## src/design/rv_consts.svh

```systemverilog
/*
 * Core-wide constants
 *   data width and reset PC
 *   RV32I major opcodes
 *   funct3 codes for ALU, branch and word memory operations
 */
`ifndef RV_CONSTS_SVH
`define RV_CONSTS_SVH

`define XLEN		32
`define RESET_PC	32'h0000_0000

// Major opcodes
`define OPC_OP		7'b0110011
`define OPC_OP_IMM	7'b0010011
`define OPC_LUI		7'b0110111
`define OPC_AUIPC	7'b0010111
`define OPC_LOAD	7'b0000011
`define OPC_STORE	7'b0100011
`define OPC_BRANCH	7'b1100011
`define OPC_JAL		7'b1101111
`define OPC_JALR	7'b1100111

// ALU funct3
`define F3_ADD		3'b000
`define F3_SLL		3'b001
`define F3_SLT		3'b010
`define F3_SLTU		3'b011
`define F3_XOR		3'b100
`define F3_SR		3'b101
`define F3_OR		3'b110
`define F3_AND		3'b111

// Branch funct3
`define F3_BEQ		3'b000
`define F3_BNE		3'b001
`define F3_BLT		3'b100
`define F3_BGE		3'b101
`define F3_BLTU		3'b110
`define F3_BGEU		3'b111

// Only word accesses
`define F3_W		3'b010

`endif
```

## src/design/rv_pkg.sv

```systemverilog
/*
 * Shared core types
 *   instruction formats and the instruction union
 *   ALU operation enum and decode control bundle
 *   pipeline stage registers, memory request, writeback and retire report
 */
`include "rv_consts.svh"

package rv_pkg;

	typedef struct packed {
		logic [6:0]	funct7;
		logic [4:0]	rs2;
		logic [4:0]	rs1;
		logic [2:0]	funct3;
		logic [4:0]	rd;
		logic [6:0]	opcode;
	} r_fmt_t;

	typedef struct packed {
		logic [11:0]	imm;
		logic [4:0]		rs1;
		logic [2:0]		funct3;
		logic [4:0]		rd;
		logic [6:0]		opcode;
	} i_fmt_t;

	typedef struct packed {
		logic [6:0]	imm_hi;
		logic [4:0]	rs2;
		logic [4:0]	rs1;
		logic [2:0]	funct3;
		logic [4:0]	imm_lo;
		logic [6:0]	opcode;
	} s_fmt_t;

	typedef struct packed {
		logic		imm12;
		logic [5:0]	imm10_5;
		logic [4:0]	rs2;
		logic [4:0]	rs1;
		logic [2:0]	funct3;
		logic [3:0]	imm4_1;
		logic		imm11;
		logic [6:0]	opcode;
	} b_fmt_t;

	typedef struct packed {
		logic [19:0]	imm;
		logic [4:0]		rd;
		logic [6:0]		opcode;
	} u_fmt_t;

	typedef struct packed {
		logic		imm20;
		logic [9:0]	imm10_1;
		logic		imm11;
		logic [7:0]	imm19_12;
		logic [4:0]	rd;
		logic [6:0]	opcode;
	} j_fmt_t;

	// One fetched word, viewed in every encoding
	typedef union packed {
		r_fmt_t	r_fmt;
		i_fmt_t	i_fmt;
		s_fmt_t	s_fmt;
		b_fmt_t	b_fmt;
		u_fmt_t	u_fmt;
		j_fmt_t	j_fmt;
	} instr_u;

	typedef enum logic [3:0] {
		ALU_ADD, ALU_SUB, ALU_AND, ALU_OR, ALU_XOR,
		ALU_SLL, ALU_SRL, ALU_SRA, ALU_SLT, ALU_SLTU
	} alu_op_e;

	typedef struct packed {
		alu_op_e	alu_op;
		logic		src_a_pc;
		logic		src_b_imm;
		logic		reg_we;
		logic		mem_we;
		logic		mem_re;
		logic		is_branch;
		logic		is_jal;
		logic		is_jalr;
		logic		wb_link;
		logic [2:0]	funct3;
	} ex_ctrl_t;

	typedef struct packed {
		logic				valid;
		logic [`XLEN-1:0]	pc;
		logic [`XLEN-1:0]	rs1_data;
		logic [`XLEN-1:0]	rs2_data;
		logic [`XLEN-1:0]	imm;
		logic [4:0]			rs1;
		logic [4:0]			rs2;
		logic [4:0]			rd;
		ex_ctrl_t			ctrl;
	} de_stage_t;

	typedef struct packed {
		logic				valid;
		logic [`XLEN-1:0]	pc;
		logic [4:0]			rd;
		logic				reg_we;
		logic				is_load;
		logic [`XLEN-1:0]	value;
	} ew_stage_t;

	typedef struct packed {
		logic				re;
		logic				we;
		logic [`XLEN-1:0]	addr;
		logic [`XLEN-1:0]	wdata;
	} dmem_req_t;

	typedef struct packed {
		logic				valid;
		logic [`XLEN-1:0]	pc;
		logic [4:0]			rd;
		logic				we;
		logic [`XLEN-1:0]	value;
	} retire_t;

	typedef struct packed {
		logic				we;
		logic [4:0]			rd;
		logic [`XLEN-1:0]	value;
	} wb_fwd_t;

endpackage

```

## src/design/rv_core.sv

```systemverilog
/*
 * RV32I core top level
 *   decode, execute and result stages
 *   redirect and writeback wiring between stages
 */
`timescale 1ns/100ps
`include "rv_consts.svh"

module rv_core (
	input  logic				i_clk,
	input  logic				i_rstn,
	output logic [`XLEN-1:0]	o_imem_addr,
	input  logic [`XLEN-1:0]	i_imem_data,
	output rv_pkg::dmem_req_t	o_dmem,
	input  logic [`XLEN-1:0]	i_dmem_rdata,
	output rv_pkg::retire_t		o_retire
);
	rv_pkg::de_stage_t	de;
	rv_pkg::ew_stage_t	ew;
	rv_pkg::wb_fwd_t	wb;
	logic				redirect_valid;
	logic [`XLEN-1:0]	redirect_pc;

	rv_decode u_decode (
		.i_clk				(i_clk				),
		.i_rstn				(i_rstn				),
		.o_imem_addr		(o_imem_addr		),
		.i_imem_data		(i_imem_data		),
		.i_redirect_valid	(redirect_valid		),
		.i_redirect_pc		(redirect_pc		),
		.i_wb				(wb					),
		.o_de				(de					)
	);

	rv_execute u_execute (
		.i_clk				(i_clk				),
		.i_rstn				(i_rstn				),
		.i_de				(de					),
		.i_wb				(wb					),
		.o_redirect_valid	(redirect_valid		),
		.o_redirect_pc		(redirect_pc		),
		.o_dmem				(o_dmem				),
		.o_ew				(ew					)
	);

	rv_result u_result (
		.i_clk				(i_clk				),
		.i_rstn				(i_rstn				),
		.i_ew				(ew					),
		.i_dmem_rdata		(i_dmem_rdata		),
		.o_wb				(wb					),
		.o_retire			(o_retire			)
	);

endmodule

```

## src/design/rv_result.sv

```systemverilog
/*
 * Result stage
 *   writeback select between load data and the execute value
 *   writeback bundle for register file and forwarding, retire report
 */
`timescale 1ns/100ps
`include "rv_consts.svh"

module rv_result (
	input  logic				i_clk,
	input  logic				i_rstn,
	input  rv_pkg::ew_stage_t	i_ew,
	input  logic [`XLEN-1:0]	i_dmem_rdata,
	output rv_pkg::wb_fwd_t		o_wb,
	output rv_pkg::retire_t		o_retire
);
	logic				wb_we;
	logic [`XLEN-1:0]	wb_value;

	// Load data arrives one cycle after the request, i.e. now
	assign wb_value	= i_ew.is_load ? i_dmem_rdata : i_ew.value;
	assign wb_we	= i_ew.valid && i_ew.reg_we && i_ew.rd != 5'd0;

	assign o_wb.we		= wb_we;
	assign o_wb.rd		= i_ew.rd;
	assign o_wb.value	= wb_value;

	assign o_retire.valid	= i_ew.valid;
	assign o_retire.pc		= i_ew.pc;
	assign o_retire.rd		= i_ew.rd;
	assign o_retire.we		= wb_we;
	assign o_retire.value	= wb_we ? wb_value : '0;

	// Every load carries a register write for its data
	a_load_writes_reg: assert property (@(posedge i_clk) disable iff (!i_rstn)
		i_ew.is_load |-> (i_ew.valid && i_ew.reg_we));

endmodule

```

## src/design/rv_execute.sv

```systemverilog
/*
 * Execute stage
 *   operand forwarding from the result stage and the ALU
 *   branch and jump resolution with PC redirect
 *   data memory request and execute/result register
 */
`timescale 1ns/100ps
`include "rv_consts.svh"

module rv_execute (
	input  logic				i_clk,
	input  logic				i_rstn,
	input  rv_pkg::de_stage_t	i_de,
	input  rv_pkg::wb_fwd_t		i_wb,
	output logic				o_redirect_valid,
	output logic [`XLEN-1:0]	o_redirect_pc,
	output rv_pkg::dmem_req_t	o_dmem,
	output rv_pkg::ew_stage_t	o_ew
);
	logic [`XLEN-1:0]	rs1_val;
	logic [`XLEN-1:0]	rs2_val;
	logic [`XLEN-1:0]	op_a;
	logic [`XLEN-1:0]	op_b;
	logic [`XLEN-1:0]	alu_res;
	logic [`XLEN-1:0]	pc_plus4;
	logic [`XLEN-1:0]	jalr_sum;
	logic				taken;

	function automatic logic [`XLEN-1:0] fwd(input logic [4:0] idx,
		input logic [`XLEN-1:0] data, input rv_pkg::wb_fwd_t wb);
		fwd = (wb.we && wb.rd != 5'd0 && wb.rd == idx) ? wb.value : data;
	endfunction

	// ========================================================================
	// Operands and ALU
	// ========================================================================
	assign rs1_val	= fwd(i_de.rs1, i_de.rs1_data, i_wb);
	assign rs2_val	= fwd(i_de.rs2, i_de.rs2_data, i_wb);
	assign op_a		= i_de.ctrl.src_a_pc ? i_de.pc : rs1_val;
	assign op_b		= i_de.ctrl.src_b_imm ? i_de.imm : rs2_val;

	always_comb begin
		case (i_de.ctrl.alu_op)
			rv_pkg::ALU_SUB:	alu_res = op_a - op_b;
			rv_pkg::ALU_AND:	alu_res = op_a & op_b;
			rv_pkg::ALU_OR:		alu_res = op_a | op_b;
			rv_pkg::ALU_XOR:	alu_res = op_a ^ op_b;
			rv_pkg::ALU_SLL:	alu_res = op_a << op_b[4:0];
			rv_pkg::ALU_SRL:	alu_res = op_a >> op_b[4:0];
			rv_pkg::ALU_SRA:	alu_res = $signed(op_a) >>> op_b[4:0];
			rv_pkg::ALU_SLT:	alu_res = `XLEN'($signed(op_a) < $signed(op_b));
			rv_pkg::ALU_SLTU:	alu_res = `XLEN'(op_a < op_b);
			default:			alu_res = op_a + op_b;
		endcase
	end

	// ========================================================================
	// Branches and jumps
	// ========================================================================
	always_comb begin
		case (i_de.ctrl.funct3)
			`F3_BEQ:	taken = rs1_val == rs2_val;
			`F3_BNE:	taken = rs1_val != rs2_val;
			`F3_BLT:	taken = $signed(rs1_val) < $signed(rs2_val);
			`F3_BGE:	taken = $signed(rs1_val) >= $signed(rs2_val);
			`F3_BLTU:	taken = rs1_val < rs2_val;
			`F3_BGEU:	taken = rs1_val >= rs2_val;
			default:	taken = 1'b0;
		endcase
	end

	assign pc_plus4	= i_de.pc + 32'd4;
	assign jalr_sum	= rs1_val + i_de.imm;

	assign o_redirect_valid = i_de.valid && (i_de.ctrl.is_jal || i_de.ctrl.is_jalr ||
		(i_de.ctrl.is_branch && taken));
	assign o_redirect_pc = i_de.ctrl.is_jalr ? {jalr_sum[`XLEN-1:1], 1'b0} :
		i_de.pc + i_de.imm;

	// Data memory, address from the ALU
	assign o_dmem.re	= i_de.valid && i_de.ctrl.mem_re;
	assign o_dmem.we	= i_de.valid && i_de.ctrl.mem_we;
	assign o_dmem.addr	= alu_res;
	assign o_dmem.wdata	= rs2_val;

	// Execute/result register
	always_ff @(posedge i_clk) begin
		if (!i_rstn) begin
			o_ew.valid		<= 1'b0;
			o_ew.reg_we		<= 1'b0;
			o_ew.is_load	<= 1'b0;
		end else begin
			o_ew.valid		<= i_de.valid;
			o_ew.reg_we		<= i_de.valid && i_de.ctrl.reg_we;
			o_ew.is_load	<= i_de.valid && i_de.ctrl.mem_re;
		end
		o_ew.pc		<= i_de.pc;
		o_ew.rd		<= i_de.rd;
		o_ew.value	<= i_de.ctrl.wb_link ? pc_plus4 : alu_res;
	end

	// Decode never marks one instruction as both load and store
	a_dmem_rw_exclusive: assert property (@(posedge i_clk) disable iff (!i_rstn)
		!(o_dmem.we && o_dmem.re));

endmodule

```

## src/design/rv_decode.sv

```systemverilog
/*
 * Front end and decode stage
 *   PC register and fetch/decode register
 *   field decode into execute controls, immediate generation
 *   register file and decode/execute register
 */
`timescale 1ns/100ps
`include "rv_consts.svh"

module rv_decode (
	input  logic				i_clk,
	input  logic				i_rstn,
	output logic [`XLEN-1:0]	o_imem_addr,
	input  logic [`XLEN-1:0]	i_imem_data,
	input  logic				i_redirect_valid,
	input  logic [`XLEN-1:0]	i_redirect_pc,
	input  rv_pkg::wb_fwd_t		i_wb,
	output rv_pkg::de_stage_t	o_de
);
	logic [`XLEN-1:0]	pc;
	logic				fd_valid;
	logic [`XLEN-1:0]	fd_pc;
	rv_pkg::instr_u		fd_instr;
	rv_pkg::ex_ctrl_t	ctrl;
	logic [`XLEN-1:0]	imm;
	logic [4:0]			rs1;
	logic [`XLEN-1:0]	rs1_data;
	logic [`XLEN-1:0]	rs2_data;

	function automatic rv_pkg::alu_op_e alu_sel(input logic [2:0] f3, input logic alt);
		case (f3)
			`F3_ADD:	alu_sel = alt ? rv_pkg::ALU_SUB : rv_pkg::ALU_ADD;
			`F3_SLL:	alu_sel = rv_pkg::ALU_SLL;
			`F3_SLT:	alu_sel = rv_pkg::ALU_SLT;
			`F3_SLTU:	alu_sel = rv_pkg::ALU_SLTU;
			`F3_XOR:	alu_sel = rv_pkg::ALU_XOR;
			`F3_SR:		alu_sel = alt ? rv_pkg::ALU_SRA : rv_pkg::ALU_SRL;
			`F3_OR:		alu_sel = rv_pkg::ALU_OR;
			default:	alu_sel = rv_pkg::ALU_AND;
		endcase
	endfunction

	// ========================================================================
	// Fetch
	// ========================================================================
	assign o_imem_addr = pc;

	always_ff @(posedge i_clk) begin
		if (!i_rstn) begin
			pc			<= `RESET_PC;
			fd_valid	<= 1'b0;
		end else begin
			pc			<= i_redirect_valid ? i_redirect_pc : pc + 32'd4;
			fd_valid	<= !i_redirect_valid;
		end
	end

	always_ff @(posedge i_clk) begin
		fd_pc		<= pc;
		fd_instr	<= i_imem_data;
	end

	// ========================================================================
	// Decode
	// ========================================================================
	always_comb begin
		ctrl		= '0;
		ctrl.funct3	= fd_instr.r_fmt.funct3;
		imm			= {{20{fd_instr.i_fmt.imm[11]}}, fd_instr.i_fmt.imm};
		rs1			= fd_instr.r_fmt.rs1;
		case (fd_instr.r_fmt.opcode)
			`OPC_OP: begin
				ctrl.alu_op	= alu_sel(fd_instr.r_fmt.funct3, fd_instr.r_fmt.funct7[5]);
				ctrl.reg_we	= 1'b1;
			end
			`OPC_OP_IMM: begin
				// Only shifts take the alternate encoding from the immediate
				ctrl.alu_op		= alu_sel(fd_instr.r_fmt.funct3,
					fd_instr.r_fmt.funct3 == `F3_SR && fd_instr.r_fmt.funct7[5]);
				ctrl.src_b_imm	= 1'b1;
				ctrl.reg_we		= 1'b1;
			end
			`OPC_LUI: begin
				// x0 as operand A turns the add into a plain pass
				ctrl.src_b_imm	= 1'b1;
				ctrl.reg_we		= 1'b1;
				imm				= {fd_instr.u_fmt.imm, 12'b0};
				rs1				= 5'd0;
			end
			`OPC_AUIPC: begin
				ctrl.src_a_pc	= 1'b1;
				ctrl.src_b_imm	= 1'b1;
				ctrl.reg_we		= 1'b1;
				imm				= {fd_instr.u_fmt.imm, 12'b0};
			end
			`OPC_LOAD: begin
				ctrl.src_b_imm	= fd_instr.i_fmt.funct3 == `F3_W;
				ctrl.reg_we		= fd_instr.i_fmt.funct3 == `F3_W;
				ctrl.mem_re		= fd_instr.i_fmt.funct3 == `F3_W;
			end
			`OPC_STORE: begin
				ctrl.src_b_imm	= fd_instr.s_fmt.funct3 == `F3_W;
				ctrl.mem_we		= fd_instr.s_fmt.funct3 == `F3_W;
				imm = {{20{fd_instr.s_fmt.imm_hi[6]}}, fd_instr.s_fmt.imm_hi,
					fd_instr.s_fmt.imm_lo};
			end
			`OPC_BRANCH: begin
				ctrl.is_branch	= 1'b1;
				imm = {{20{fd_instr.b_fmt.imm12}}, fd_instr.b_fmt.imm11,
					fd_instr.b_fmt.imm10_5, fd_instr.b_fmt.imm4_1, 1'b0};
			end
			`OPC_JAL: begin
				ctrl.is_jal		= 1'b1;
				ctrl.reg_we		= 1'b1;
				ctrl.wb_link	= 1'b1;
				imm = {{12{fd_instr.j_fmt.imm20}}, fd_instr.j_fmt.imm19_12,
					fd_instr.j_fmt.imm11, fd_instr.j_fmt.imm10_1, 1'b0};
			end
			`OPC_JALR: begin
				ctrl.is_jalr	= 1'b1;
				ctrl.reg_we		= 1'b1;
				ctrl.wb_link	= 1'b1;
			end
			default: begin
				// Unknown words travel on with no side effects
			end
		endcase
	end

	rv_regfile u_regfile (
		.i_clk			(i_clk						),
		.i_rstn			(i_rstn						),
		.i_rs1			(rs1						),
		.i_rs2			(fd_instr.r_fmt.rs2			),
		.i_wb			(i_wb						),
		.o_rs1_data		(rs1_data					),
		.o_rs2_data		(rs2_data					)
	);

	// Decode/execute register
	always_ff @(posedge i_clk) begin
		if (!i_rstn) begin
			o_de.valid	<= 1'b0;
		end else begin
			o_de.valid	<= fd_valid && !i_redirect_valid;
		end
		o_de.pc			<= fd_pc;
		o_de.rs1_data	<= rs1_data;
		o_de.rs2_data	<= rs2_data;
		o_de.imm		<= imm;
		o_de.rs1		<= rs1;
		o_de.rs2		<= fd_instr.r_fmt.rs2;
		o_de.rd			<= fd_instr.r_fmt.rd;
		o_de.ctrl		<= ctrl;
	end

endmodule

```

## src/design/rv_regfile.sv

```systemverilog
/*
 * Integer register file
 *   two combinational read ports, one write port
 *   write-first bypass, x0 hard-wired to zero
 */
`timescale 1ns/100ps
`include "rv_consts.svh"

module rv_regfile (
	input  logic				i_clk,
	input  logic				i_rstn,
	input  logic [4:0]			i_rs1,
	input  logic [4:0]			i_rs2,
	input  rv_pkg::wb_fwd_t		i_wb,
	output logic [`XLEN-1:0]	o_rs1_data,
	output logic [`XLEN-1:0]	o_rs2_data
);
	logic [`XLEN-1:0]	regs [1:31];

	always_ff @(posedge i_clk) begin
		if (i_wb.we && i_wb.rd != 5'd0) begin
			regs[i_wb.rd] <= i_wb.value;
		end
	end

	// Same-cycle write wins over the stored value
	assign o_rs1_data = (i_rs1 == 5'd0) ? '0 :
		(i_wb.we && i_wb.rd == i_rs1) ? i_wb.value : regs[i_rs1];
	assign o_rs2_data = (i_rs2 == 5'd0) ? '0 :
		(i_wb.we && i_wb.rd == i_rs2) ? i_wb.value : regs[i_rs2];

	// A write aimed at x0 leaves the stored registers untouched
	a_x0_write_ignored: assert property (@(posedge i_clk) disable iff (!i_rstn)
		(i_wb.we && i_wb.rd == 5'd0) |=> (i_rs1 != $past(i_rs1) ||
			(i_wb.we && i_wb.rd == i_rs1) || o_rs1_data == $past(o_rs1_data)));

endmodule

```

## config.mk

```make
export PLATFORM = sky130hd
export DESIGN_NAME = rv_core
export DESIGN_NICKNAME = d
export VERILOG_FILES = /design/src/design/rv_pkg.sv /design/src/design/rv_core.sv /design/src/design/rv_result.sv /design/src/design/rv_execute.sv /design/src/design/rv_decode.sv /design/src/design/rv_regfile.sv
export VERILOG_INCLUDE_DIRS = /design/src /design/src/design
export SDC_FILE = /design/constraint.sdc
export NUM_CORES = 2
export LEC_CHECK = 0
export BUFFER_PORTS_ARGS = -buffer_cell sky130_fd_sc_hd__buf_2
export CORE_ASPECT_RATIO = 0.75
export CORE_MARGIN = 4
export CORE_UTILIZATION = 55
export CTS_CLUSTER_SIZE = 16
export DETAILED_ROUTE_END_ITERATION = 10
export PLACE_DENSITY = 0.77
export SLEW_MARGIN = 10
export SYNTH_ARGS = -nofsm -noshare
export SYNTH_HDL_FRONTEND = slang
export SYNTH_HIERARCHICAL = 1
export SYNTH_SLANG_ARGS = --single-unit
export TNS_END_PERCENT = 50
```

## constraint.sdc

```tcl
create_clock -name i_clk -period 9.2 [get_ports i_clk]
set_input_delay 0.46 -clock i_clk [delete_from_list [all_inputs] [get_ports i_clk]]
set_output_delay 0.46 -clock i_clk [all_outputs]
set_load 0.005 [all_outputs]
```

==> flow_summary.toml <==
[drt]
wl_per_cell_um = 36.50
via_count = 58184
drt-initial-drc-count = 11286
drc = 0
wirelength_um = 287300
drtPass1Iterations = 8
detail-route-antenna-nets = 0
viasPerCell = 7.391

[cts]
path_clk_slew_ns = 0.07
clk_path_buf_depth = 3
h-tree-depth = 3
root_buffer = "clkbuf_16"
cts_made_buffers = 119
cts_tree = "built"
clock_latency_ns = 0.79
cts_resized = 0
cts_sinks = 1321

[setup_path]
slowest_delay_ns = 0.72
cp-start-kind = "flop"
required_ns = 8.74
worst-path-max-fanout = 33
worstPathArrival_ns = 8.69
crit_chain = "inv_1 -> a21oi_1 -> buf_4 -> and4_1 -> buf_4 -> nand2_1 -> a221o_1 -> ha_1 -> inv_1 -> a21o_1 -> a2111oi_0 -> o31ai_1 -> nand3_1 -> a31oi_1 -> a41oi_1 -> a221o_1 -> a221o_1 -> o21ai_0 -> nand2_1 -> buf_2"
cp-end-kind = "output port"
cp_common_cell = "a221o_1"
crit_path_top_delay_cell = "and4_1"
crit_type = "reg2out"

[floorplan]
io_pins = 235
die_y_um = 323.5
core_um2 = 131500
dieWidth_um = 428.7
row_count = 115
dieArea_um2 = 138700
start_util = 0.5550

[yosys]
synth_area_um2 = 72990
synth_cell_types = 104
synth_edf_count = 992
netlist.area_leader.share = 0.4081
synth_area_leaders = "edfxtp_1 (41%), mux4_2 (9.9%), dfxtp_1 (9.0%)"
ys_seq_area_frac = 0.4983
yosysWarnings = 6
synth_seq_cells = 1321
syn_area_per_cell_um2 = 12.35
ys.flop_type = "edfxtp_1"
syn_nets = 6170
async_flop_share = 0
yosys.area.top_type = "edfxtp_1"
syn-instance-count = 5909

[placed_design]
dp_slack_ns = 1.408
hpwl_um = 194500
gp_congestion = 1.128
port_buffers = 234

[final_layout]
nets = 6263
final_common_cell = "edfxtp_1"
seqCellArea_um2 = 36390
final_cell_mix = "edfxtp_1 (992), mux2i_1 (431), nand2_1 (386)"
drive_above_1_share = 0.2040
multiInputGateArea_um2 = 33700
area_growth_pct = 9.825
fill_cells = 10117

[global_route]
antenna_found_initial = 22
grt.overflow.total = 0
grt_max_degree = 102
first_global_vias = 54195
grt_pass1_wl_um = 399500
grt.total_usage = 0.4001

[worst_hold_path]
hold_path_class = "in2reg"

[pwr]
switching_share = 0.3267
ir_drop_mv = 0.1916
powerDensity_nw_per_um2 = 207.7
p_clk_frac = 0.314
power_frac_comb = 0.250
intPower_mw = 11.21
power.switching_mw = 5.438
p_leak_nw = 29.21
seq_power_share = 0.436

[run]
drv_cap = 0

[sta]
relSlewSlack = 0.05526
hold_viol = 0
maxSlewViolCount = 0
layout_setup_ws_ns = 0.05097
rsz0062_at_grt = "no"
finalClockSkew_ns = 0.04081
worst_pin_slew_ns = 1.405
setup_tns_ns = 0
fin_crit_sh = 0.9945
setup_violations = 0
min_period_ns = 9.149
fmax_mhz = 109.3

[outcome]
status = "finished clean"
==> cell type report <==
cell class                 count  share of cell area
timing repair buffer         443             0.03627
antenna                       14           0.0004370
sequential                  1321              0.4540
tap                         1755             0.02739
clock buffer                 158             0.04141
multi-input combinational   3880              0.4203
clock inverter                64            0.009052
inverter                     237             0.01110
==> cells in the mapped netlist (119+ instances only) <==
cell type    n
buf_2      119
edfxtp_1   992
mux2_2     173
mux2i_1    431
dfxtp_1    329
o21ai_0    189
nor2_1     282
a21oi_1    245
inv_1      220
clkbuf_1   220
a211oi_1   129
nand2_1    388
mux4_2     320
ha_1       191
==> worst max-delay path, delay by kind of cell, from the launching register on <==
family          cells  cell delay [ns]
buf+inv             5             1.55
compound gates     10             3.87
flops               1             0.69
fa+ha+maj           1             0.40
simple gates        4             1.36
==> through the flow <==
step | cell area [µm²] | util | power, mW | std cells | hold WS [ns]
global placement | 75760 | 0.5760 | 11.26 | 7603 | 0.3097
global route | 80140 | 0.6094 | 17.04 | 7861 | 0.2521
finish | 80170 | 0.6096 | 16.65 | 7872 | 0.2531
floorplan | 72990 | - | 9.586 | 5909 | 0.3096
CTS | 80120 | 0.6092 | 16.42 | 7857 | 0.2061
detailed placement | 75760 | 0.5761 | 11.29 | 7603 | 0.3121
==> registers in the layout, summed over array words and instances (netlist names) <==
| register | count |
|---|---|
| u_decode/fd_instr | 32 |
| u_decode/fd_pc | 32 |
| u_decode/fd_valid | 1 |
| u_decode/o_de | 160 |
| u_decode/o_imem_addr | 32 |
| u_decode/u_regfile/regs | 992 |
| u_execute/o_ew | 72 |
==> what timing repair did <==
| item | CTS | global route |
|---|---|---|
| hold endpoints to repair | 32 | 0 |
| buffers inserted | 0 | 0 |
| setup endpoints to repair | 0 | 1 |
| hold buffers | 32 | 0 |
==> kinds of logic after synthesis <==
kind of cell | synth area share
AOI/OAI and AO/OA | 0.1418
xor gates and xnor gates | 0.01380
adders and majority gates | 0.03384
buffers and inverters | 0.04582
DFF | 0.4983
muxes | 0.1884
and+or+nand+nor | 0.07806
==> layer usage <==
layer  wire [µm]  up-vias  track usage
met4       14470       11       0.1656
met1      108400    28458       0.5703
met5         366        -     0.009368
met2      112500     5457       0.5307
li1            -    23343            -
met3       51660      915       0.1750
==> power groups by stage <==
stage	combinational (mW)	clock, mW	sequential (mW)
final	4.17	5.22	7.26
after global routing	4.28	5.50	7.25
after CTS	3.95	5.23	7.24
after detailed placement	3.92	0	7.37
after global placement	3.88	0	7.37
after floorplan	2.31	0	7.27
==> final timing paths <==
check | start | cells past startpoint | end | slack [ns]
max reg2reg | u_execute/o_ew[35] | 19 | u_execute/o_ew[29] | 1.28
max | u_execute/o_ew[35] | 20 | o_dmem[61] | 0.05
min | i_rstn | 2 | u_decode/o_imem_addr[7] | 0.25
min reg2reg | u_decode/fd_pc[11] | 0 | u_decode/o_de[138] | 0.30
Note: power is estimated with default switching activity, not from simulation.
